## src/cpu_isa_pkg.sv

```systemverilog
`default_nettype none

package cpu_isa_pkg;

  // opcode split as grp(7:6) y(5:3) z(2:0)
  typedef struct packed {
    logic [1:0] grp;
    logic [2:0] y;
    logic [2:0] z;
  } opcode_t;

  localparam logic [7:0] OPC_HALT = 8'h76;  // runs as a nop here

  typedef enum logic [2:0] {
    R_B      = 3'd0,
    R_C      = 3'd1,
    R_D      = 3'd2,
    R_E      = 3'd3,
    R_H      = 3'd4,
    R_L      = 3'd5,
    R_HL_MEM = 3'd6,
    R_A      = 3'd7
  } reg8_e;

  typedef enum logic [1:0] {
    P_BC = 2'd0,
    P_DE = 2'd1,
    P_HL = 2'd2
  } reg16_e;

  typedef enum logic [2:0] {
    OP_PASS,
    OP_ADD,
    OP_ADC,
    OP_SUB,
    OP_INC,
    OP_DEC,
    OP_INC16,
    OP_DEC16
  } alu_op_e;

  typedef enum logic [2:0] {
    C_NOP,
    C_LD_R,
    C_ALU8,
    C_LD_RR_IMM,
    C_INCDEC16
  } instr_class_e;

  typedef enum logic [1:0] {
    MEM_NONE,
    MEM_RD,
    MEM_WR
  } mem_kind_e;

  typedef struct packed {
    instr_class_e cls;
    reg8_e        dst;
    reg8_e        src;
    reg16_e       pair;
    alu_op_e      alu_op;
    logic [1:0]   imm_bytes;
    mem_kind_e    mem;
    logic         extra;  // one idle execute M-cycle
  } decoded_t;

endpackage

`default_nettype wire

```

## src/cpu_core_pkg.sv

```systemverilog
`default_nettype none

package cpu_core_pkg;

  typedef logic [15:0] addr_t;
  typedef logic [7:0]  data_t;

  typedef struct packed {
    addr_t addr;
    logic  we;
    data_t wdata;
  } mem_req_t;

  // write-back record, applied by reg_file on the next edge
  typedef struct packed {
    logic                we8;
    cpu_isa_pkg::reg8_e  sel8;
    data_t               data8;
    logic                we16;
    cpu_isa_pkg::reg16_e sel16;
    logic [15:0]         data16;
    logic                carry_we;
    logic                carry;
  } reg_wr_t;

  typedef struct packed {
    logic [15:0] value;
    logic        carry;
  } alu_res_t;

  localparam addr_t       RESET_PC_DEFAULT = 16'h0100;
  localparam int unsigned T_STATES_DEFAULT = 4;  // clocks per M-cycle

endpackage

`default_nettype wire

```

## src/instr_decode.sv

```systemverilog
`timescale 1ns/10ps
`default_nettype none

module instr_decode (
  input  wire cpu_core_pkg::data_t   i_opcode,
  output cpu_isa_pkg::decoded_t      o_dec
);

  import cpu_isa_pkg::*;

  opcode_t op;

  assign op = i_opcode;

  always_comb begin
    o_dec      = '0;
    o_dec.pair = P_HL;  // memory forms address through HL
    case (op.grp)
      2'b01: begin
        if (i_opcode != OPC_HALT) begin
          o_dec.cls = C_LD_R;
          o_dec.dst = reg8_e'(op.y);
          o_dec.src = reg8_e'(op.z);
          if (op.z == R_HL_MEM) begin
            o_dec.mem = MEM_RD;
          end else if (op.y == R_HL_MEM) begin
            o_dec.mem = MEM_WR;
          end
        end
      end
      2'b10: begin
        if (op.y <= 3'd2 && op.z != R_HL_MEM) begin  // add, adc, sub only
          o_dec.cls = C_ALU8;
          o_dec.dst = R_A;
          o_dec.src = reg8_e'(op.z);
          case (op.y)
            3'd0:    o_dec.alu_op = OP_ADD;
            3'd1:    o_dec.alu_op = OP_ADC;
            default: o_dec.alu_op = OP_SUB;
          endcase
        end
      end
      2'b00: begin
        case (op.z)
          3'd1: begin
            if (!op.y[0] && op.y[2:1] != 2'd3) begin  // ld rr,d16 without sp
              o_dec.cls       = C_LD_RR_IMM;
              o_dec.pair      = reg16_e'(op.y[2:1]);
              o_dec.imm_bytes = 2'd2;
            end
          end
          3'd3: begin
            if (op.y[2:1] != 2'd3) begin
              o_dec.cls    = C_INCDEC16;
              o_dec.pair   = reg16_e'(op.y[2:1]);
              o_dec.alu_op = op.y[0] ? OP_DEC16 : OP_INC16;
              o_dec.extra  = 1'b1;
            end
          end
          3'd4, 3'd5: begin
            if (op.y != R_HL_MEM) begin
              o_dec.cls    = C_ALU8;
              o_dec.dst    = reg8_e'(op.y);
              o_dec.src    = reg8_e'(op.y);
              o_dec.alu_op = op.z[0] ? OP_DEC : OP_INC;
            end
          end
          3'd6: begin
            o_dec.cls       = C_LD_R;
            o_dec.dst       = reg8_e'(op.y);
            o_dec.imm_bytes = 2'd1;
            o_dec.mem       = (op.y == R_HL_MEM) ? MEM_WR : MEM_NONE;
          end
          default: ;
        endcase
      end
      default: ;
    endcase
  end

endmodule

`default_nettype wire

```

## src/alu.sv

```systemverilog
`timescale 1ns/10ps
`default_nettype none

module alu (
  input  wire cpu_isa_pkg::alu_op_e i_op,
  input  wire cpu_core_pkg::data_t  i_a,
  input  wire cpu_core_pkg::data_t  i_b,
  input  wire logic [15:0]          i_pair,
  input  wire logic                 i_carry,
  output cpu_core_pkg::alu_res_t    o_res
);

  import cpu_isa_pkg::*;

  logic [8:0] sum;  // bit 8 is carry or borrow

  always_comb begin
    sum         = 9'h000;
    o_res.value = {8'h00, i_b};
    o_res.carry = i_carry;
    case (i_op)
      OP_ADD: begin
        sum         = {1'b0, i_a} + {1'b0, i_b};
        o_res.value = {8'h00, sum[7:0]};
        o_res.carry = sum[8];
      end
      OP_ADC: begin
        sum         = {1'b0, i_a} + {1'b0, i_b} + {8'h00, i_carry};
        o_res.value = {8'h00, sum[7:0]};
        o_res.carry = sum[8];
      end
      OP_SUB: begin
        sum         = {1'b0, i_a} - {1'b0, i_b};
        o_res.value = {8'h00, sum[7:0]};
        o_res.carry = sum[8];
      end
      OP_INC: begin
        o_res.value = {8'h00, i_a + 8'd1};  // flag left alone
      end
      OP_DEC: begin
        o_res.value = {8'h00, i_a - 8'd1};
      end
      OP_INC16: begin
        o_res.value = i_pair + 16'd1;
      end
      OP_DEC16: begin
        o_res.value = i_pair - 16'd1;
      end
      default: ;  // pass
    endcase
  end

endmodule

`default_nettype wire

```

## src/reg_file.sv

```systemverilog
`timescale 1ns/10ps
`default_nettype none

module reg_file (
  input  wire logic                  i_clk,
  input  wire logic                  i_rst,
  input  wire cpu_isa_pkg::reg8_e    i_sel_a,
  input  wire cpu_isa_pkg::reg8_e    i_sel_b,
  input  wire cpu_isa_pkg::reg16_e   i_sel_pair,
  input  wire cpu_core_pkg::reg_wr_t i_wr,
  output cpu_core_pkg::data_t        o_rd_a,
  output cpu_core_pkg::data_t        o_rd_b,
  output logic [15:0]                o_pair,
  output logic                       o_carry
);

  import cpu_isa_pkg::*;

  logic [7:0] regs [8];  // indexed by register code, slot 6 is never written
  logic       carry_q;

  always_ff @(posedge i_clk, posedge i_rst) begin
    if (i_rst) begin
      for (int i = 0; i < 8; i++) begin
        regs[i] <= 8'h00;
      end
      carry_q <= 1'b0;
    end else begin
      if (i_wr.we16) begin
        regs[{i_wr.sel16, 1'b0}] <= i_wr.data16[15:8];  // b, d, h
        regs[{i_wr.sel16, 1'b1}] <= i_wr.data16[7:0];   // c, e, l
      end
      if (i_wr.we8 && i_wr.sel8 != R_HL_MEM) begin
        regs[i_wr.sel8] <= i_wr.data8;
      end
      if (i_wr.carry_we) begin
        carry_q <= i_wr.carry;
      end
    end
  end

  assign o_rd_a  = regs[i_sel_a];
  assign o_rd_b  = regs[i_sel_b];
  assign o_pair  = {regs[{i_sel_pair, 1'b0}], regs[{i_sel_pair, 1'b1}]};
  assign o_carry = carry_q;

endmodule

`default_nettype wire

```

## src/bus_unit.sv

```systemverilog
`timescale 1ns/10ps
`default_nettype none

module bus_unit (
  input  wire logic                i_clk,
  input  wire logic                i_rst,
  input  wire logic                i_req,
  input  wire logic                i_from_hl,
  input  wire logic                i_wr,
  input  wire cpu_core_pkg::data_t i_wr_data,
  input  wire cpu_core_pkg::addr_t i_pc,
  input  wire logic [15:0]         i_hl,
  output cpu_core_pkg::mem_req_t   o_mem
);

  import cpu_core_pkg::*;

  addr_t addr_q;
  logic  we_q;
  data_t wdata_q;

  always_ff @(posedge i_clk, posedge i_rst) begin
    if (i_rst) begin
      addr_q <= '0;
      we_q   <= 1'b0;
    end else begin
      we_q <= i_req && i_wr;  // single clock pulse
      if (i_req) begin
        addr_q <= i_from_hl ? i_hl : i_pc;
      end
    end
  end

  always_ff @(posedge i_clk) begin
    if (i_req) wdata_q <= i_wr_data;
  end

  assign o_mem = '{addr: addr_q, we: we_q, wdata: wdata_q};

  a_wr_from_hl: assert property (@(posedge i_clk) disable iff (i_rst)
    i_req && i_wr |-> i_from_hl);

endmodule

`default_nettype wire

```

## src/core_ctrl.sv

```systemverilog
`timescale 1ns/10ps
`default_nettype none

module core_ctrl #(
  parameter int unsigned         T_STATES = cpu_core_pkg::T_STATES_DEFAULT,
  parameter cpu_core_pkg::addr_t RESET_PC = cpu_core_pkg::RESET_PC_DEFAULT
) (
  input  wire logic                  i_clk,
  input  wire logic                  i_rst,
  input  wire cpu_core_pkg::data_t    i_mem_rd_data,
  input  wire cpu_core_pkg::alu_res_t i_alu,
  input  wire cpu_core_pkg::data_t    i_rd_a,
  input  wire cpu_core_pkg::data_t    i_rd_b,
  input  wire logic [15:0]           i_pair,
  input  wire logic                  i_carry,
  output cpu_isa_pkg::reg8_e         o_sel_a,
  output cpu_isa_pkg::reg8_e         o_sel_b,
  output cpu_isa_pkg::reg16_e        o_sel_pair,
  output cpu_isa_pkg::alu_op_e       o_alu_op,
  output cpu_core_pkg::data_t        o_alu_a,
  output cpu_core_pkg::data_t        o_alu_b,
  output cpu_core_pkg::reg_wr_t      o_reg_wr,
  output logic                       o_bus_req,
  output logic                       o_bus_from_hl,
  output logic                       o_bus_wr,
  output cpu_core_pkg::data_t        o_bus_wr_data,
  output cpu_core_pkg::addr_t        o_pc
);

  import cpu_isa_pkg::*;
  import cpu_core_pkg::*;

  localparam int unsigned TW = $clog2(T_STATES);

  typedef enum logic [2:0] {S_FETCH, S_IMM_LO, S_IMM_HI, S_MEM, S_EXEC} state_e;

  state_e   state, state_nx;
  logic [TW-1:0] t_cnt;
  logic     t_last;
  logic     final_clk;
  addr_t    pc;
  data_t    ir;
  data_t    imm_lo;
  data_t    opcode;
  decoded_t dec;

  // opcode is only valid on the data bus during the fetch itself
  assign opcode = (state == S_FETCH) ? i_mem_rd_data : ir;

  instr_decode u_decode (
    .i_opcode (opcode),
    .o_dec    (dec)
  );

  assign t_last    = (t_cnt == TW'(T_STATES - 1));
  assign final_clk = t_last && (state_nx == S_FETCH);

  always_comb begin
    state_nx = state;
    if (t_last) begin
      case (state)
        S_FETCH: begin
          if (dec.imm_bytes != 2'd0)   state_nx = S_IMM_LO;
          else if (dec.mem != MEM_NONE) state_nx = S_MEM;
          else if (dec.extra)          state_nx = S_EXEC;
          else                         state_nx = S_FETCH;
        end
        S_IMM_LO: begin
          if (dec.imm_bytes == 2'd2)   state_nx = S_IMM_HI;
          else if (dec.mem != MEM_NONE) state_nx = S_MEM;
          else                         state_nx = S_FETCH;
        end
        default: state_nx = S_FETCH;
      endcase
    end
  end

  always_ff @(posedge i_clk, posedge i_rst) begin
    if (i_rst) begin
      state <= S_FETCH;
      t_cnt <= '0;
      pc    <= RESET_PC;
    end else begin
      state <= state_nx;
      t_cnt <= t_last ? '0 : t_cnt + 1'b1;
      if (o_bus_req && !o_bus_from_hl) begin
        pc <= pc + 16'd1;  // opcode and immediate fetches
      end
    end
  end

  always_ff @(posedge i_clk) begin
    if (t_last && state == S_FETCH) ir <= i_mem_rd_data;
    if (t_last && state == S_IMM_LO) imm_lo <= i_mem_rd_data;
  end

  // address goes out on the first clock of every M-cycle except exec
  assign o_bus_req     = (t_cnt == '0) && (state != S_EXEC);
  assign o_bus_from_hl = (state == S_MEM);
  assign o_bus_wr      = (state == S_MEM) && (dec.mem == MEM_WR);
  assign o_bus_wr_data = (dec.imm_bytes != 2'd0) ? imm_lo : i_rd_b;
  assign o_pc          = pc;

  assign o_sel_a    = dec.dst;
  assign o_sel_b    = dec.src;
  assign o_sel_pair = dec.pair;
  assign o_alu_op   = dec.alu_op;
  assign o_alu_a    = i_rd_a;
  assign o_alu_b    = (state == S_IMM_LO || state == S_MEM) ? i_mem_rd_data : i_rd_b;

  always_comb begin
    o_reg_wr        = '0;
    o_reg_wr.sel8   = dec.dst;
    o_reg_wr.data8  = i_alu.value[7:0];
    o_reg_wr.sel16  = dec.pair;
    o_reg_wr.data16 = (dec.cls == C_LD_RR_IMM) ? {i_mem_rd_data, imm_lo} : i_alu.value;
    o_reg_wr.carry  = i_alu.carry;
    if (final_clk) begin
      o_reg_wr.we8      = (dec.cls == C_LD_R || dec.cls == C_ALU8) && (dec.dst != R_HL_MEM);
      o_reg_wr.we16     = (dec.cls == C_LD_RR_IMM) || (dec.cls == C_INCDEC16);
      o_reg_wr.carry_we = (dec.cls == C_ALU8);
    end
  end

  a_t_states: assert property (@(posedge i_clk) T_STATES >= 2);

  a_mem_kind: assert property (@(posedge i_clk) disable iff (i_rst)
    (state != S_MEM) ##1 (state == S_MEM) |-> dec.mem != MEM_NONE);

endmodule

`default_nettype wire

```

## src/gb_core.sv

```systemverilog
`timescale 1ns/10ps
`default_nettype none

module gb_core #(
  parameter int unsigned         T_STATES = cpu_core_pkg::T_STATES_DEFAULT,
  parameter cpu_core_pkg::addr_t RESET_PC = cpu_core_pkg::RESET_PC_DEFAULT
) (
  input  wire logic                i_clk,
  input  wire logic                i_rst,
  input  wire cpu_core_pkg::data_t i_mem_rd_data,
  output cpu_core_pkg::mem_req_t   o_mem
);

  import cpu_isa_pkg::*;
  import cpu_core_pkg::*;

  reg8_e       sel_a;
  reg8_e       sel_b;
  reg16_e      sel_pair;
  alu_op_e     alu_op;
  data_t       alu_a;
  data_t       alu_b;
  alu_res_t    alu_res;
  reg_wr_t     reg_wr;
  data_t       rd_a;
  data_t       rd_b;
  logic [15:0] pair;
  logic        carry;
  logic        bus_req;
  logic        bus_from_hl;
  logic        bus_wr;
  data_t       bus_wr_data;
  addr_t       pc;

  core_ctrl #(
    .T_STATES (T_STATES),
    .RESET_PC (RESET_PC)
  ) u_ctrl (
    .i_clk         (i_clk),
    .i_rst         (i_rst),
    .i_mem_rd_data (i_mem_rd_data),
    .i_alu         (alu_res),
    .i_rd_a        (rd_a),
    .i_rd_b        (rd_b),
    .i_pair        (pair),
    .i_carry       (carry),
    .o_sel_a       (sel_a),
    .o_sel_b       (sel_b),
    .o_sel_pair    (sel_pair),
    .o_alu_op      (alu_op),
    .o_alu_a       (alu_a),
    .o_alu_b       (alu_b),
    .o_reg_wr      (reg_wr),
    .o_bus_req     (bus_req),
    .o_bus_from_hl (bus_from_hl),
    .o_bus_wr      (bus_wr),
    .o_bus_wr_data (bus_wr_data),
    .o_pc          (pc)
  );

  reg_file u_regs (
    .i_clk      (i_clk),
    .i_rst      (i_rst),
    .i_sel_a    (sel_a),
    .i_sel_b    (sel_b),
    .i_sel_pair (sel_pair),
    .i_wr       (reg_wr),
    .o_rd_a     (rd_a),
    .o_rd_b     (rd_b),
    .o_pair     (pair),
    .o_carry    (carry)
  );

  alu u_alu (
    .i_op    (alu_op),
    .i_a     (alu_a),
    .i_b     (alu_b),
    .i_pair  (pair),
    .i_carry (carry),
    .o_res   (alu_res)
  );

  // pair port reads HL whenever the decoded op touches memory
  bus_unit u_bus (
    .i_clk     (i_clk),
    .i_rst     (i_rst),
    .i_req     (bus_req),
    .i_from_hl (bus_from_hl),
    .i_wr      (bus_wr),
    .i_wr_data (bus_wr_data),
    .i_pc      (pc),
    .i_hl      (pair),
    .o_mem     (o_mem)
  );

endmodule

`default_nettype wire

```

## config.mk

```make
export PLATFORM = sky130hd
export DESIGN_NAME = gb_core
export DESIGN_NICKNAME = d
export VERILOG_FILES = /design/src/cpu_isa_pkg.sv /design/src/cpu_core_pkg.sv /design/src/instr_decode.sv /design/src/alu.sv /design/src/reg_file.sv /design/src/bus_unit.sv /design/src/core_ctrl.sv /design/src/gb_core.sv
export SDC_FILE = /design/constraint.sdc
export NUM_CORES = 1
export LEC_CHECK = 0
export ABC_AREA = 0
export BUFFER_PORTS_ARGS = -buffer_cell sky130_fd_sc_hd__buf_2
export CORE_ASPECT_RATIO = 1.4
export CORE_UTILIZATION = 47
export CTS_CLUSTER_DIAMETER = 120
export DETAILED_ROUTE_END_ITERATION = 8
export GPL_TIMING_DRIVEN = 0
export HOLD_SLACK_MARGIN = 0.1
export PLACE_DENSITY = 0.63
export REMOVE_ABC_BUFFERS = 1
export SETUP_SLACK_MARGIN = 0.05
export SLEW_MARGIN = 0
export SYNTH_ARGS = -nofsm -noshare
export SYNTH_HDL_FRONTEND = slang
export SYNTH_SLANG_ARGS = --single-unit
```

## constraint.sdc

```tcl
create_clock -name i_clk -period 9.8 [get_ports i_clk]
set_clock_uncertainty 0.1 [all_clocks]
set_input_delay 0.98 -clock i_clk [delete_from_list [all_inputs] [get_ports i_clk]]
set_output_delay 0.98 -clock i_clk [all_outputs]
set_load 0.1 [all_outputs]
```

# After elaboration in Yosys (flattened, before gate mapping)
# Cells that the tools add are included.
[word_totals] regBits=127 in_bits=10 out_inout_bits=25 word_cells=170
[op_classes] n_addsub=9 magnitude_cmp=8 eq_ne=31 mux=72 bitwise_logic=4 reduce_logical=29
[ops] cell="64-bit bitwise mux" n=3
[ops] cell="64-bit 2-to-1 mux" n=2
[ops] cell="8-bit 2-to-1 mux" n=16
[ops] cell="16-bit case mux with 7 select lines" n=1
[ops] cell="8-bit binary-select mux with 3-bit select" n=4
[ops] cell="8-bit demux with 3-bit select" n=3
[ops] cell="16-bit by 1-bit adder with 16-bit output, second input constant" n=2
[ops] cell="16-bit 2-to-1 mux" n=2
[ops] cell="3-bit == test, second input constant" n=9
[ops] cell="3-bit 2-to-1 mux" n=9
[ops] cell="9-bit case mux with 3 select lines" n=1
[ops] cell="3-bit case mux with 2 select lines" n=4
[ops] cell="2-bit 2-to-1 mux" n=11
[ops] cell="3-bit by 2-bit == test with 1-bit output, second input constant" n=6
[ops] cell="4-bit greater-or-equal comparator, second input constant" n=4
[ops] cell="3-bit NOT with 4-bit output" n=4
[ops] cell="2-bit case mux with 2 select lines" n=4
[ops] cell="16-bit by 1-bit subtractor with 16-bit output, second input constant" n=1
[ops] cell="3-bit by 1-bit == test with 1-bit output, second input constant" n=5
[ops] cell="1-bit logical AND" n=14
[ops] cell="4-bit by 1-bit less-than comparator with 1-bit output, second input constant" n=3
[ops] cell="3-bit != test, second input constant" n=4
[ops] cell="3-bit case mux with 4 select lines" n=1
[ops] cell="8-bit by 8-bit adder with 9-bit output" n=1
[ops] cell="22 further kinds" n=39

# Longest topological paths before layout
# Gate-level depths: netlist of run 1.
[depth] ltp_word=21 depth_mapped=27 depth_no_buf=22

# Cells and area by module
# From an unflattened synthesis of run 1, not the netlist that was laid out.
[hier_totals] hier_cells=1107 hier_area_um2=10351.2
[by_module_without_submodules] module="reg_file" n_inst=1 cells_each=434 area_each_um2=4345.4 seq_area_each_um2=1626.6
[by_module_without_submodules] module="core_ctrl" n_inst=1 cells_each=197 area_each_um2=2308.5 seq_area_each_um2=1007.2
[by_module_without_submodules] module="alu" n_inst=1 cells_each=330 area_each_um2=2264.7 seq_area_each_um2=0.0
[by_module_without_submodules] module="bus_unit" n_inst=1 cells_each=82 area_each_um2=1033.5 seq_area_each_um2=665.6
[by_module_without_submodules] module="instr_decode" n_inst=1 cells_each=64 area_each_um2=399.1 seq_area_each_um2=0.0

# Worst setup path before layout of run 1
# No wires, ideal clock.
[synth_path] path_kind="input to register" from="in i_mem_rd_data[0]" to="reg u_regs.regs[31] in the netlist's numbering" setup_ns=0.132 arrival_ns=5.968 t_required_ns=9.568 path_slack_ns=3.600 path_stages=24 path_buffers=3 path_cell_list="buf_2 > nand3b_1 > and3_1 > a32o_1 > or3_1 > and2_1 > clkbuf_1 > or2_2 > clkbuf_1 > or3_1 > o2111a_1 > inv_1 > fa_1 > o21bai_1 > a21oi_1 > o21bai_1 > a21oi_1 > xnor2_1 > nor3b_1 > xnor2_1 > a221oi_1 > o31ai_1 > o31ai_4 > o22ai_1"
[synth_between] elab_chain_cells=18 word_cells_on_any_way=107 cone_classes="7 x add/sub; 6 x order compare; 20 x eq/ne; 57 x mux; 4 x bitwise; 13 x reduce/logical"
[synth_lines] element="start: declaration" line_no="gb_core.sv:10" text="input wire cpu_core_pkg::data_t i_mem_rd_data,"
[synth_lines] element="8-bit 2-to-1 mux" line_no="core_ctrl.sv:48" text="assign opcode = (state == S_FETCH) ? i_mem_rd_data : ir;"
[synth_lines] element="3-bit == test / 3-bit != test (equally long branches)" line_no="instr_decode.sv:44, instr_decode.sv:32"
[synth_lines] element="2-bit OR reduction / 1-bit logical AND (equally long branches)" line_no="instr_decode.sv:44, instr_decode.sv:32"
[synth_lines] element="3-bit 2-to-1 mux / 8-bit 2-to-1 mux (equally long branches)" line_no="instr_decode.sv:44, instr_decode.sv:32"
[synth_lines] element="9-bit case mux with 3 select lines" line_no="instr_decode.sv:18" text="case (op.grp)"
[synth_lines] element="3-bit NOT with 4-bit output (implied by the code)" line_no="reg_file.sv:43" text="assign o_rd_b = regs[i_sel_b];"
[synth_lines] element="8-bit binary-select mux with 3-bit select" line_no="reg_file.sv:43"
[synth_lines] element="8-bit 2-to-1 mux (implied by the code) (2 in series)" line_no="reg_file.sv:43"
[synth_lines] element="8-bit 2-to-1 mux" line_no="core_ctrl.sv:109" text="assign o_alu_b = (state == S_IMM_LO || state == S_MEM) ? i_mem_rd_data : i_rd_b;"
[synth_lines] element="8-bit by 8-bit adder with 9-bit output" line_no="alu.sv:23, alu.sv:28"
[synth_lines] element="9-bit by 1-bit adder with 9-bit output" line_no="alu.sv:28" text="sum = {1'b0, i_a} + {1'b0, i_b} + {8'h00, i_carry};"
[synth_lines] element="16-bit case mux with 7 select lines" line_no="alu.sv:21" text="case (i_op)"
[synth_lines] element="16-bit 2-to-1 mux" line_no="core_ctrl.sv:116" text="o_reg_wr.data16 = (dec.cls == C_LD_RR_IMM) ? {i_mem_rd_data, imm_lo} : i_alu.value;"
[synth_lines] element="64-bit bitwise mux" line_no="reg_file.sv:31" text="regs[{i_wr.sel16, 1'b1}] <= i_wr.data16[7:0];"
[synth_lines] element="64-bit 2-to-1 mux" line_no="reg_file.sv:29" text="if (i_wr.we16) begin"
[synth_lines] element="64-bit bitwise mux" line_no="reg_file.sv:34" text="regs[i_wr.sel8] <= i_wr.data8;"
[synth_lines] element="64-bit 2-to-1 mux *" line_no="reg_file.sv:33" text="if (i_wr.we8 && i_wr.sel8 != R_HL_MEM) begin"
[synth_lines] element="end signal: indexed assignment" line_no="reg_file.sv:30" text="regs[{i_wr.sel16, 1'b0}] <= i_wr.data16[15:8];"
[synth_lines] element="end signal: indexed assignment" line_no="reg_file.sv:31"
[synth_lines] element="end signal: indexed assignment" line_no="reg_file.sv:34"
[synth_lines] element="end: declaration" line_no="reg_file.sv:19" text="logic [7:0] regs [8];"
# Mark *: on every way between the ends. The rest lies on a longest branch, timed or not. The select of a mux whose other input is x is not followed.
# A chain may end at the register's enable or synchronous reset.

# Worst setup path after layout of run 1
[layout_path] from="reg u_ctrl.state[2]" to="reg u_regs.regs[47] in the netlist's numbering"
[layout_between] elab_chain_cells=19 word_cells_on_any_way=132 cone_classes="7 x add/sub; 7 x order compare; 28 x eq/ne; 67 x mux; 4 x bitwise; 19 x reduce/logical"
[layout_lines] element="start: declaration" line_no="core_ctrl.sv:37" text="state_e state, state_nx;"
[layout_lines] element="start signal: assignment" line_no="core_ctrl.sv:84" text="state <= state_nx;"
[layout_lines] element="3-bit logical NOT" line_no="core_ctrl.sv:48, core_ctrl.sv:61"
[layout_lines] element="8-bit 2-to-1 mux" line_no="core_ctrl.sv:48"
[layout_lines] element="3-bit by 2-bit less-or-equal comparator with 1-bit output (tied with other cells)" line_no="instr_decode.sv:32" text="if (op.y <= 3'd2 && op.z != R_HL_MEM) begin"
[layout_lines] element="1-bit logical AND (tied with other cells)" line_no="instr_decode.sv:32"
[layout_lines] element="8-bit 2-to-1 mux (tied with other cells)" line_no="instr_decode.sv:32"
[layout_lines] element="9-bit case mux with 3 select lines / 2-bit case mux with 2 select lines (equally long branches)" line_no="instr_decode.sv:18, instr_decode.sv:44"
[layout_lines] element="3-bit NOT with 4-bit output (implied by the code) / 2-bit 2-to-1 mux (equally long branches)" line_no="reg_file.sv:43, instr_decode.sv:18"
[layout_lines] element="8-bit binary-select mux with 3-bit select (tied with other cells)" line_no="reg_file.sv:43"
[layout_lines] element="(+3 left out)"
[layout_lines] element="8-bit by 8-bit adder with 9-bit output (tied with other cells)" line_no="alu.sv:23, alu.sv:28"
[layout_lines] element="9-bit by 1-bit adder with 9-bit output / 16-bit case mux with 7 select lines (equally long branches)" line_no="alu.sv:28, alu.sv:21"
[layout_lines] element="16-bit case mux with 7 select lines / 16-bit 2-to-1 mux (equally long branches)" line_no="alu.sv:21, core_ctrl.sv:116"
[layout_lines] element="16-bit 2-to-1 mux / 64-bit bitwise mux (equally long branches)" line_no="core_ctrl.sv:116, reg_file.sv:30"
[layout_lines] element="64-bit bitwise mux" line_no="reg_file.sv:31"
[layout_lines] element="64-bit 2-to-1 mux" line_no="reg_file.sv:29"
[layout_lines] element="64-bit bitwise mux" line_no="reg_file.sv:34"
[layout_lines] element="64-bit 2-to-1 mux *" line_no="reg_file.sv:33"
# Marks and branches as above.

==> results of run 1 <==
## registers in the layout, indices dropped and copies added (netlist names)
name / count
u_bus.addr_q: 16
u_ctrl.o_pc: 16
u_ctrl.t_cnt: 2
u_bus.we_q: 1
u_regs.o_carry: 1
u_ctrl.state: 3
u_ctrl.imm_lo: 8
u_ctrl.ir: 8
u_bus.wdata_q: 8
u_regs.regs: 64
## worst max-delay path, cell delays in order (launching register included)
cell	delay, ns
sky130_fd_sc_hd__dfrtp_1	0.56
sky130_fd_sc_hd__nor3_4	0.96
sky130_fd_sc_hd__nor3b_1	0.22
sky130_fd_sc_hd__a22o_1	0.30
sky130_fd_sc_hd__o21ai_0	0.99
sky130_fd_sc_hd__nand2_1	0.86
sky130_fd_sc_hd__nand2_1	0.27
sky130_fd_sc_hd__a311oi_1	0.13
sky130_fd_sc_hd__o31ai_1	0.77
sky130_fd_sc_hd__ha_1	0.37
sky130_fd_sc_hd__nor2b_1	0.13
sky130_fd_sc_hd__o21a_1	0.15
sky130_fd_sc_hd__nor2_1	0.07
sky130_fd_sc_hd__o31ai_1	0.59
sky130_fd_sc_hd__a221oi_1	0.20
sky130_fd_sc_hd__xnor2_1	0.36
sky130_fd_sc_hd__xnor2_1	0.13
sky130_fd_sc_hd__a221oi_1	0.31
sky130_fd_sc_hd__o31ai_1	0.24
sky130_fd_sc_hd__o31ai_4	0.48
sky130_fd_sc_hd__mux2i_1	0.13
## metal layers
layer / vias up / share of wire [%] / wire length (microns) / track usage, %
met5: - / 0 / 0 / 0
met4: 0 / 5.5 / 1920 / 19.1
met3: 124 / 7.6 / 2660 / 5.08
met2: 509 / 49 / 17100 / 54.6
met1: 4716 / 38 / 13400 / 38.4
li1: 4343 / - / - / -
## layout make-up
| cell class | instances | area [sq um] |
|---|---|---|
| sequential | 127 | 3300 |
| inverter | 64 | 243 |
| fill | 1968 | 10100 |
| multi-input combinational | 911 | 6420 |
| timing repair buffer | 45 | 322 |
| clock inverter | 14 | 168 |
| clock buffer | 18 | 429 |
| tap | 260 | 325 |
## power by group through the flow
stage,clock (mW),combinational [mW],sequential (mW)
floorplan,0,1.67,0.997
global placement,0,2.41,0.858
detailed placement,0,2.45,0.860
CTS,0.661,2.47,0.854
global route,0.680,2.72,0.879
finish,0.659,2.50,0.867
## metrics by stage
step	area [sq um]	instances	hold WS, ns	util, %
floorplan	9890	1102	0.260	-
global placement	10400	1396	0.283	48.8
detailed placement	10600	1407	0.283	49.8
CTS	11200	1439	0.295	52.6
global route	11200	1439	0.309	52.6
finish	11200	1439	0.301	52.6
## cell families (layout without fill, tap and decap cells)
family | after synthesis | count (layout)
buffers and inverters | 138 | 141
AOI/OAI and AO/OA | 376 | 376
xor gates and xnor gates | 48 | 48
muxes | 75 | 75
DFF | 127 | 127
adders and majority gates | 45 | 45
and+or+nand+nor | 367 | 367
## cells in the mapped netlist, drive strengths merged (14+ instances only)
| cell | n | area share [%] |
|---|---|---|
| a211oi | 19 | 1.6 |
| a21oi | 49 | 2.4 |
| a222oi | 14 | 1.4 |
| a22oi | 20 | 1.5 |
| a31oi | 15 | 0.92 |
| buf | 24 | 1.6 |
| clkbuf | 50 | 1.8 |
| dfrtp | 102 | 25 |
| edfxtp | 24 | 7.0 |
| ha | 41 | 5.0 |
| inv | 64 | 2.3 |
| mux2 | 17 | 1.9 |
| mux2i | 56 | 5.5 |
| nand2 | 121 | 4.4 |
| nand2b | 23 | 1.4 |
| nand3 | 38 | 1.9 |
| nor2 | 83 | 3.0 |
| o211ai | 21 | 1.6 |
| o21ai | 86 | 4.2 |
| o22ai | 35 | 2.1 |
| xnor2 | 39 | 3.3 |
## path summary, 6_finish.rpt
kind / end / from / slack (ns)
max: u_regs.regs[47] / u_ctrl.state[2] / 1.33
min: u_regs.regs[15] / u_regs.regs[15] / 0.30
max reg2reg: u_regs.regs[47] / u_ctrl.state[2] / 1.33
min reg2reg: u_regs.regs[15] / u_regs.regs[15] / 0.30
max in group asynchronous: u_regs.regs[25] / i_rst / 8.32
min in group asynchronous: u_ctrl.o_pc[4] / i_rst / 0.54
## cell usage in the layout (no fill, tap or decap), drive strengths merged, types with 14 or more instances in the layout
master	netlist	routed
buf	24	45
mux2i	56	56
o22ai	35	35
a211oi	19	19
edfxtp	24	24
ha	41	41
xnor2	39	39
clkbuf	50	18
nor2	83	83
a22oi	20	20
o21ai	86	86
nand2	121	121
a222oi	14	14
inv	64	65
o211ai	21	21
a21oi	49	49
mux2	17	17
nand2b	23	23
dfrtp	102	102
nand3	38	38
a31oi	15	15
==> impl_metrics.env, run 1 <==
export IMPL_rsz0062_at_grt="no"
export IMPL_insertedDiodeCount=0
export IMPL_ys_ff_latch=127
export IMPL_share_clk_of_total_power_pct=16.4
export IMPL_warnings_from_yosys=0
export IMPL_postRouteWirelength_mm=35.1
export IMPL_chipHeight_microns=177
export IMPL_max_clock_path_buffers=2
export IMPL_io_buffers=34
export IMPL_final_antenna_net_count=0
export IMPL_synth_area_sq_mm=0.0102
export IMPL_pwr_share_comb_pct=62.1
export IMPL_global_route_overflow_total=0
export IMPL_grt_pass1_wl_mm=53.8
export IMPL_net_switching_power_mw=2.04
export IMPL_fraction_of_synthesized_area_in_multiplexers_pct=7.78
export IMPL_critical_path_required_ns=9.98
export IMPL_fp_row_count=63
export IMPL_cts_htree_levels=4
export IMPL_clock_sinks=127
export IMPL_detailedRoute_firstPassIterationCount=7
export IMPL_overall_die_area_sq_mm=0.0224
export IMPL_drc=0
export IMPL_reg2reg_depth=20
export IMPL_maximum_number_of_pins_on_one_net_before_global_route_repair=58
export IMPL_finalSetupTns_ns=0
export IMPL_final_hold_violation_count=0
export IMPL_post_cts_setup_buffers=0
export IMPL_synth_xor_area_share_pct=4.10
export IMPL_whs_path_depth=0
export IMPL_timing_worst_slew_pin_value_ns=1.27
export IMPL_synthFlopType="sky130_fd_sc_hd__dfrtp_1"
export IMPL_critPathMaxFanout=28
export IMPL_period_minus_slack_ns=8.47
export IMPL_synth_sequential_area_ratio_pct=32.2
export IMPL_cts_root_buffer="sky130_fd_sc_hd__clkbuf_16"
export IMPL_synth_top_family_by_area="compound AO/OA/AOI/OAI gates"
export IMPL_power_share_switching_pct=50.7
export IMPL_netlist_instances=1176
export IMPL_number_of_synthesized_flops_with_an_enable_pin=24
export IMPL_final_net_count=1221
export IMPL_vias_per_cell=6.74
export IMPL_slew_viol_final=0
export IMPL_worstSetupStartpointType="flip-flop"
export IMPL_hold_buffers=0
export IMPL_leakage_nw=4.80
export IMPL_post_route_worst_setup_slack_ns=1.33
export IMPL_post_dp_hpwl_mm=26.3
export IMPL_status="finished clean"
export IMPL_floorplan_io_pins=35
export IMPL_grt_usage_pct=32.2
export IMPL_yosys_area_share_adder_pct=5.79
export IMPL_core_area_sq_mm=0.0213
export IMPL_post_synth_and_or_nand_nor_area_fraction_pct=18.0
export IMPL_start_util_pct=48.1
export IMPL_flow_area_growth_from_synthesis_pct=9.34
export IMPL_yosysUniqueCellTypes=96
export IMPL_power_mw=4.03
export IMPL_avgRoutedWirePerCell_microns=24.4
export IMPL_final_setup_viol_count=0
export IMPL_cts_made_buffers=17
export IMPL_timing_max_cap_violations=0
export IMPL_worst_setup_path_category="reg -> reg"
export IMPL_post_route_cells_drive_above_1_share_pct=12.0
export IMPL_hold_path_class="reg -> reg"
export IMPL_cts_resized=0
export IMPL_place_congestion=0.931
export IMPL_worstSkewPairLatency_ns=0.45
export IMPL_max_slew_margin_rel_pct=14.3
export IMPL_post_synth_cell_area_avg_sq_um=8.71
export IMPL_worst_setup_hold_path_clk_slew_ns=0.06
export IMPL_fmax_ghz=0.118
export IMPL_via_count_of_the_first_global_routing_pass=9400
export IMPL_tritoncts="built"
export IMPL_pwr_share_seq_pct=21.5
export IMPL_async_reset_ff_share_pct=81.1
export IMPL_critical_path_endpoint_type="flip-flop"
export IMPL_dpl_worst_slack_ns=1.34
export IMPL_worst_ep_arrival_time_ns=8.65
export IMPL_initial_antenna_violation_count=0
export IMPL_fp_dieW_microns=127
export IMPL_power_per_cell_area_mw_per_mm2=360
export IMPL_first_iter_violations=944
export IMPL_route_vias_total=9692
export IMPL_post_route_clock_period_utilization_pct=86.4
export IMPL_irDropWorstVdd_uv=224
export IMPL_compound_cell_area_share_of_the_yosys_netlist_pct=26.3
export IMPL_power_report_internal_total_mw=1.99
No activity file was read; power rests on OpenSTA's default activity.
==> run 2, diff against run 1 <==
- SYNTH_HIERARCHICAL: not set -> 1
==> impl_metrics.env, run 2 <==
export IMPL_critical_path_reg2reg_endpoint="u_regs/regs[54]"
export IMPL_critical_path_required_ns=10.04
export IMPL_ys_ff_latch=127
export IMPL_worstSetupStartpointType="flip-flop"
export IMPL_yosysMostFrequentCell="sky130_fd_sc_hd__nand2_1"
export IMPL_start_util_pct=48.5
export IMPL_leakage_nw=4.63
export IMPL_insertedDiodeCount=0
export IMPL_period_minus_slack_ns=7.83
export IMPL_post_dp_hpwl_mm=22.0
export IMPL_final_net_count=1131
export IMPL_worst_setup_hold_path_clk_slew_ns=0.06
export IMPL_regMostFlops="u_regs/regs"
export IMPL_max_reg_flops=64
export IMPL_final_std_cells_w_o_fill=1381
export IMPL_worst_ep_arrival_time_ns=8.07
export IMPL_synth_sequential_area_ratio_pct=31.9
export IMPL_r2r_setup_slack_ns=1.97
export IMPL_fmax_ghz=0.128
export IMPL_worstSetupStartpoint="u_ctrl/state[0]"
export IMPL_synth_common_cells="176 x sky130_fd_sc_hd__nand2_1, 117 x sky130_fd_sc_hd__nor2_1, 102 x sky130_fd_sc_hd__dfrtp_1"
export IMPL_netlist_top_cell_by_area="sky130_fd_sc_hd__dfrtp_1"
export IMPL_final_antenna_net_count=0
export IMPL_cts_root_buffer="sky130_fd_sc_hd__clkbuf_16"
export IMPL_drc=0
export IMPL_overall_die_area_sq_mm=0.0226
export IMPL_power_mw=3.07
export IMPL_maximum_number_of_pins_on_one_net_before_global_route_repair=66
export IMPL_io_buffers=34
export IMPL_place_congestion=0.950
export IMPL_final_hold_violation_count=0
export IMPL_hold_buffers=0
export IMPL_global_route_overflow_total=0
export IMPL_finalSetupTns_ns=0
export IMPL_timing_max_cap_violations=2
export IMPL_grt_usage_pct=28.9
export IMPL_grt_pass1_wl_mm=48.0
export IMPL_synthFlopType="sky130_fd_sc_hd__dfrtp_1"
export IMPL_post_route_cells_drive_above_1_share_pct=19.5
export IMPL_post_synth_cell_area_avg_sq_um=9.35
export IMPL_yosys_area_top_type_share_pct=24.7
export IMPL_first_iter_violations=842
export IMPL_netlist_instances=1107
export IMPL_initial_antenna_violation_count=0
export IMPL_fp_dieW_microns=127
export IMPL_detailedRoute_firstPassIterationCount=8
export IMPL_place_detailed_instances=1349
export IMPL_final_common_cell="sky130_fd_sc_hd__nand2_1"
export IMPL_fp_row_count=63
export IMPL_avgRoutedWirePerCell_microns=22.9
export IMPL_route_vias_total=8678
export IMPL_post_route_clock_period_utilization_pct=79.9
export IMPL_postRouteWirelength_mm=31.6
export IMPL_cts_resized=0
export IMPL_status="finished with violations"
export IMPL_via_count_of_the_first_global_routing_pass=8246
export IMPL_worstSkewPairLatency_ns=0.44
export IMPL_warnings_from_yosys=6
export IMPL_post_cts_setup_buffers=0
export IMPL_number_of_synthesized_flops_with_an_enable_pin=24
export IMPL_clock_sinks=127
export IMPL_power_per_cell_area_mw_per_mm2=279
export IMPL_chipHeight_microns=178
export IMPL_final_setup_viol_count=0
export IMPL_rsz0062_at_grt="no"
export IMPL_worst_setup_path_category="reg -> reg"
export IMPL_core_area_sq_mm=0.0214
export IMPL_flow_area_growth_from_synthesis_pct=6.54
export IMPL_tritoncts="built"
export IMPL_critPathMaxFanout=16
export IMPL_synth_area_sq_mm=0.0104
export IMPL_failed_checks="max-capacitance violations, max-slew violations"
export IMPL_floorplan_io_pins=35
export IMPL_number_of_filler_cells_placed_in_the_layout=1989
export IMPL_max_clock_path_buffers=2
export IMPL_critical_path_endpoint_type="flip-flop"
export IMPL_reg2reg_depth=22
export IMPL_irDropWorstVdd_uv=142
export IMPL_max_slew_margin_rel_pct=-2.01
export IMPL_r2r_start="u_ctrl/state[0]"
export IMPL_hold_path_class="reg -> reg"
export IMPL_cts_made_buffers=17
export IMPL_vias_per_cell=6.28
export IMPL_cts_htree_levels=4
export IMPL_most_common_layout_cells="176 x sky130_fd_sc_hd__nand2_1, 116 x sky130_fd_sc_hd__nor2_1, 102 x sky130_fd_sc_hd__dfrtp_1"
export IMPL_yosysUniqueCellTypes=81
export IMPL_synthTopCellsByArea="sky130_fd_sc_hd__dfrtp_1 25%, sky130_fd_sc_hd__mux4_2 10%, sky130_fd_sc_hd__edfxtp_1 7.0%, sky130_fd_sc_hd__mux2_2 6.4%, sky130_fd_sc_hd__nand2_1 6.4%"
export IMPL_slew_viol_final=11
export IMPL_async_reset_ff_share_pct=81.1
export IMPL_critPathCapture="u_regs/regs[54]"
export IMPL_timing_worst_slew_pin_value_ns=1.52
-- run 2: changes by cell type after synthesis, moves of 25 or more --
cell	previous run	this run
sky130_fd_sc_hd__a31oi_1	15	61
sky130_fd_sc_hd__mux2_2	16	59
sky130_fd_sc_hd__mux4_2	2	48
sky130_fd_sc_hd__nor2_1	83	117
sky130_fd_sc_hd__o22ai_1	35	5
sky130_fd_sc_hd__nand2_1	121	176
sky130_fd_sc_hd__nand3_1	37	12
sky130_fd_sc_hd__mux2i_1	56	20
sky130_fd_sc_hd__o21ai_0	70	27
-- run 2: cell type report --
class                           count  area, sq um  area share [%]
Inverter                           44          168            1.52
Tap cell                          292          365            3.31
Timing Repair Buffer               38          220            2.00
Clock inverter                     15          173            1.57
Sequential cell                   127         3300            29.9
Clock buffer                       17          425            3.86
Multi-Input combinational cell    848         6380            57.8
-- run 2: how the worst min path moves through the flow --
| stage | startpoint | endpoint | slack (ns) | cells past startpoint |
|---|---|---|---|---|
| after floorplan | u_ctrl/t_cnt[0] | u_ctrl/t_cnt[0] | 0.32 | 1 |
| after global placement | u_ctrl/t_cnt[0] | u_ctrl/t_cnt[0] | 0.34 | 1 |
| after detailed placement | u_ctrl/t_cnt[0] | u_ctrl/t_cnt[0] | 0.35 | 1 |
| after CTS | u_ctrl/t_cnt[0] | u_ctrl/t_cnt[0] | 0.36 | 1 |
| after global routing | u_ctrl/t_cnt[0] | u_ctrl/t_cnt[0] | 0.39 | 1 |
| final | u_ctrl/t_cnt[0] | u_ctrl/t_cnt[0] | 0.36 | 1 |
-- run 2: per-stage QoR --
stage / hold slack (ns) / worst slack [ns] / util [%] / instance area (sq um)
3_5_place_dp: 0.349 / 2.02 / 48.8 / 10400
6_report: 0.362 / 1.97 / 51.6 / 11000
5_1_grt: 0.392 / 1.58 / 51.6 / 11000
2_1_floorplan: 0.324 / 2.51 / - / 9800
3_3_place_gp: 0.342 / 0.327 / 48.4 / 10300
4_1_cts: 0.363 / 2.04 / 51.6 / 11000
-- run 2: kinds of logic (layout without fill, tap and decap cells) --
logic type,count (synthesis),in the layout,share of synthesized area (%)
AOI/OAI and AO/OA,209,209,13.3
DFF,127,127,31.9
adders and majority gates,45,45,5.73
muxes,127,127,18.8
xor gates and xnor gates,47,47,3.98
buffers and inverters,132,114,6.96
and+or+nand+nor,420,420,19.4
-- run 2: layer usage --
metal,track usage [%],wire length [microns]
met3,5.28,2130
met4,15.9,1730
met2,49.6,15700
met1,34.1,12100
met5,0,0
-- run 2: power breakdown --
part	switching [mW]	total [mW]	leakage, nW	internal (mW)
Clock	0.274	0.657	0.295	0.383
Sequential	0.105	0.762	1.56	0.657
Combinational	1.03	1.65	2.77	0.618
-- run 2: critical path, stage by stage, from the launching register on --
cell and delay (ns):
sky130_fd_sc_hd__dfrtp_1 0.47, sky130_fd_sc_hd__nor3_2 0.61, sky130_fd_sc_hd__mux2_2 0.48, sky130_fd_sc_hd__nand3b_1 0.26, sky130_fd_sc_hd__o221ai_1 0.14, sky130_fd_sc_hd__nor2_1 0.24, sky130_fd_sc_hd__a22o_1 0.99, sky130_fd_sc_hd__mux4_2 0.62
sky130_fd_sc_hd__mux2_2 0.28, sky130_fd_sc_hd__mux2_2 0.29, sky130_fd_sc_hd__ha_1 0.22, sky130_fd_sc_hd__inv_1 0.07, sky130_fd_sc_hd__fa_1 0.40, sky130_fd_sc_hd__inv_1 0.11, sky130_fd_sc_hd__ha_1 0.19, sky130_fd_sc_hd__nand2_1 0.08
sky130_fd_sc_hd__or4_4 0.57, sky130_fd_sc_hd__xor2_1 0.15, sky130_fd_sc_hd__nand3_1 0.10, sky130_fd_sc_hd__a21oi_1 0.73, sky130_fd_sc_hd__mux2_2 0.35, sky130_fd_sc_hd__nand2_1 0.06, sky130_fd_sc_hd__a31oi_1 0.21
==> run 3, diff against run 2 <==
- PLACE_DENSITY: 0.63 -> 0.66
- clock period: 9.8 -> 6.87 ns (I/O delays scaled with it)
==> impl_metrics.env, run 3 (synthesis gave the netlist of run 2 again) <==
export IMPL_final_util_pct=53.1
export IMPL_route_vias_total=8824
export IMPL_period_minus_slack_ns=6.65
export IMPL_final_hold_violation_count=0
export IMPL_final_setup_viol_count=0
export IMPL_final_std_cells_w_o_fill=1406
export IMPL_hold_path_class="in -> async"
export IMPL_regMostFlops="u_regs/regs"
export IMPL_initial_antenna_violation_count=1
export IMPL_post_route_cells_drive_above_1_share_pct=22.3
export IMPL_max_reg_flops=64
export IMPL_worstSetupStartpointType="flip-flop"
export IMPL_tritoncts="built"
export IMPL_fmax_ghz=0.150
export IMPL_power_report_internal_total_mw=2.45
export IMPL_overall_die_area_sq_mm=0.0226
export IMPL_reg2reg_depth=22
export IMPL_power_share_switching_pct=44.9
export IMPL_start_util_pct=48.5
export IMPL_power_per_cell_area_mw_per_mm2=391
export IMPL_critical_path_endpoint_type="flip-flop"
export IMPL_drc=0
export IMPL_final_common_cell="sky130_fd_sc_hd__nand2_1"
export IMPL_worst_setup_hold_path_clk_slew_ns=0.06
export IMPL_place_congestion=0.933
export IMPL_post_route_worst_setup_slack_ns=0.223
export IMPL_critPathMaxFanout=24
export IMPL_r2r_start="u_ctrl/state[0]"
export IMPL_max_slew_margin_rel_pct=-1.55
export IMPL_worst_ep_arrival_time_ns=6.88
export IMPL_io_buffers=34
export IMPL_share_clk_of_total_power_pct=20.3
export IMPL_place_detailed_instances=1348
export IMPL_post_dp_hpwl_mm=21.4
export IMPL_worstSkewPairLatency_ns=0.42
export IMPL_failed_checks="max-capacitance violations, max-slew violations"
export IMPL_global_route_overflow_total=0
export IMPL_core_area_sq_mm=0.0214
export IMPL_worstSetupStartpoint="u_ctrl/state[0]"
export IMPL_final_antenna_net_count=0
export IMPL_floorplan_io_pins=35
export IMPL_critical_path_required_ns=7.10
export IMPL_worst_setup_path_category="reg -> reg"
export IMPL_clock_sinks=127
export IMPL_via_count_of_the_first_global_routing_pass=8498
export IMPL_avgRoutedWirePerCell_microns=22.5
export IMPL_fp_dieW_microns=127
export IMPL_maximum_number_of_pins_on_one_net_before_global_route_repair=66
export IMPL_timing_worst_slew_pin_value_ns=1.52
export IMPL_cts_made_buffers=17
export IMPL_leakage_nw=4.78
export IMPL_timing_max_cap_violations=1
export IMPL_post_route_clock_period_utilization_pct=96.8
export IMPL_slew_viol_final=17
export IMPL_grt_pass1_wl_mm=48.2
export IMPL_postRouteWirelength_mm=31.7
export IMPL_critical_path_reg2reg_endpoint="u_regs/regs[54]"
export IMPL_pwr_share_comb_pct=55.2
export IMPL_vias_per_cell=6.28
export IMPL_status="finished with violations"
export IMPL_r2r_setup_slack_ns=0.22
export IMPL_postLayoutCellArea_sq_mm=0.0113
export IMPL_most_common_layout_cells="175 x sky130_fd_sc_hd__nand2_1, 114 x sky130_fd_sc_hd__nor2_1, 101 x sky130_fd_sc_hd__dfrtp_1"
export IMPL_final_net_count=1157
export IMPL_insertedDiodeCount=0
export IMPL_pwr_share_seq_pct=24.5
export IMPL_irDropWorstVdd_uv=230
export IMPL_cts_htree_levels=4
export IMPL_dpl_worst_slack_ns=-0.865
export IMPL_cts_root_buffer="sky130_fd_sc_hd__clkbuf_16"
export IMPL_flow_area_growth_from_synthesis_pct=9.56
export IMPL_net_switching_power_mw=1.99
export IMPL_chipHeight_microns=178
export IMPL_max_clock_path_buffers=2
export IMPL_fp_row_count=63
export IMPL_grt_usage_pct=28.6
export IMPL_first_iter_violations=1000
export IMPL_detailedRoute_firstPassIterationCount=5
export IMPL_finalSetupTns_ns=0
export IMPL_postPlaceCellArea_sq_mm=0.0104
export IMPL_number_of_filler_cells_placed_in_the_layout=1870
-- run 3: stage by stage --
stage               hold WS (ns)  power (mW)
global route               0.356        4.68
global placement           0.347        3.36
detailed placement         0.360        3.40
floorplan                  0.324        2.85
finish                     0.285        4.44
CTS                        0.304        4.35
-- run 3: worst max-delay path, cell delays in order, from the launching register on --
cell                       delay (ns)
sky130_fd_sc_hd__dfrtp_2         0.47
sky130_fd_sc_hd__nor3_4          0.31
sky130_fd_sc_hd__buf_4           0.19
sky130_fd_sc_hd__mux2_2          0.44
sky130_fd_sc_hd__nand3b_1        0.23
sky130_fd_sc_hd__nand4b_1        0.30
sky130_fd_sc_hd__a21oi_1         0.37
sky130_fd_sc_hd__a211o_4         0.41
sky130_fd_sc_hd__mux4_2          0.54
sky130_fd_sc_hd__mux2_2          0.32
sky130_fd_sc_hd__ha_1            0.25
sky130_fd_sc_hd__inv_1           0.08
sky130_fd_sc_hd__fa_1            0.40
sky130_fd_sc_hd__inv_1           0.10
sky130_fd_sc_hd__ha_1            0.19
sky130_fd_sc_hd__nand2_1         0.09
sky130_fd_sc_hd__or4_4           0.57
sky130_fd_sc_hd__xor2_1          0.16
sky130_fd_sc_hd__nand3_1         0.14
sky130_fd_sc_hd__a21oi_4         0.34
sky130_fd_sc_hd__mux2_2          0.26
sky130_fd_sc_hd__nand2_1         0.06
sky130_fd_sc_hd__a31oi_1         0.20
-- run 3: final cells by class --
cell class              count  area [sq um]  share of cell area (%)
multi-input cells         850          6490                    57.2
flip-flops and latches    127          3300                    29.1
clock buffers              21           480                    4.24
inverters                  44           168                    1.48
repair buffers             62           429                    3.78
well taps                 292           365                    3.22
clock inverters            10           109                   0.960
-- run 3: power groups by stage --
stage	clock network, mW	logic [mW]	registers, mW
global placement	0	2.28	1.08
global route	0.947	2.62	1.11
floorplan	0	1.52	1.33
finish	0.903	2.45	1.09
CTS	0.918	2.35	1.08
detailed placement	0	2.31	1.09
-- run 3: timing repair --
action                     in CTS  in global routing
resized for setup               9                  9
setup endpoints to repair      52                 41
gates cloned                    1                  1
hold buffers                    0                  0
buffers inserted                5                 20
pin swaps                       2                  7
-- run 3: worst max path at each step --
stage / endpoint / slack (ns) / cells after the start
after global placement: u_regs/regs[38] / -2.51 / 19
after CTS: u_regs/regs[53] / 0.1 / 21
after floorplan: u_regs/regs[54] / -0.42 / 19
after global routing: u_regs/regs[38] / -0.05 / 22
after detailed placement: u_regs/regs[54] / -0.87 / 22
final: u_regs/regs[54] / 0.22 / 22
-- run 3: layer usage --
layer	track usage, %	wire, microns
met5	0	11
met2	46.5	14900
met4	22.8	2520
met3	6.42	2860
met1	32.3	11400
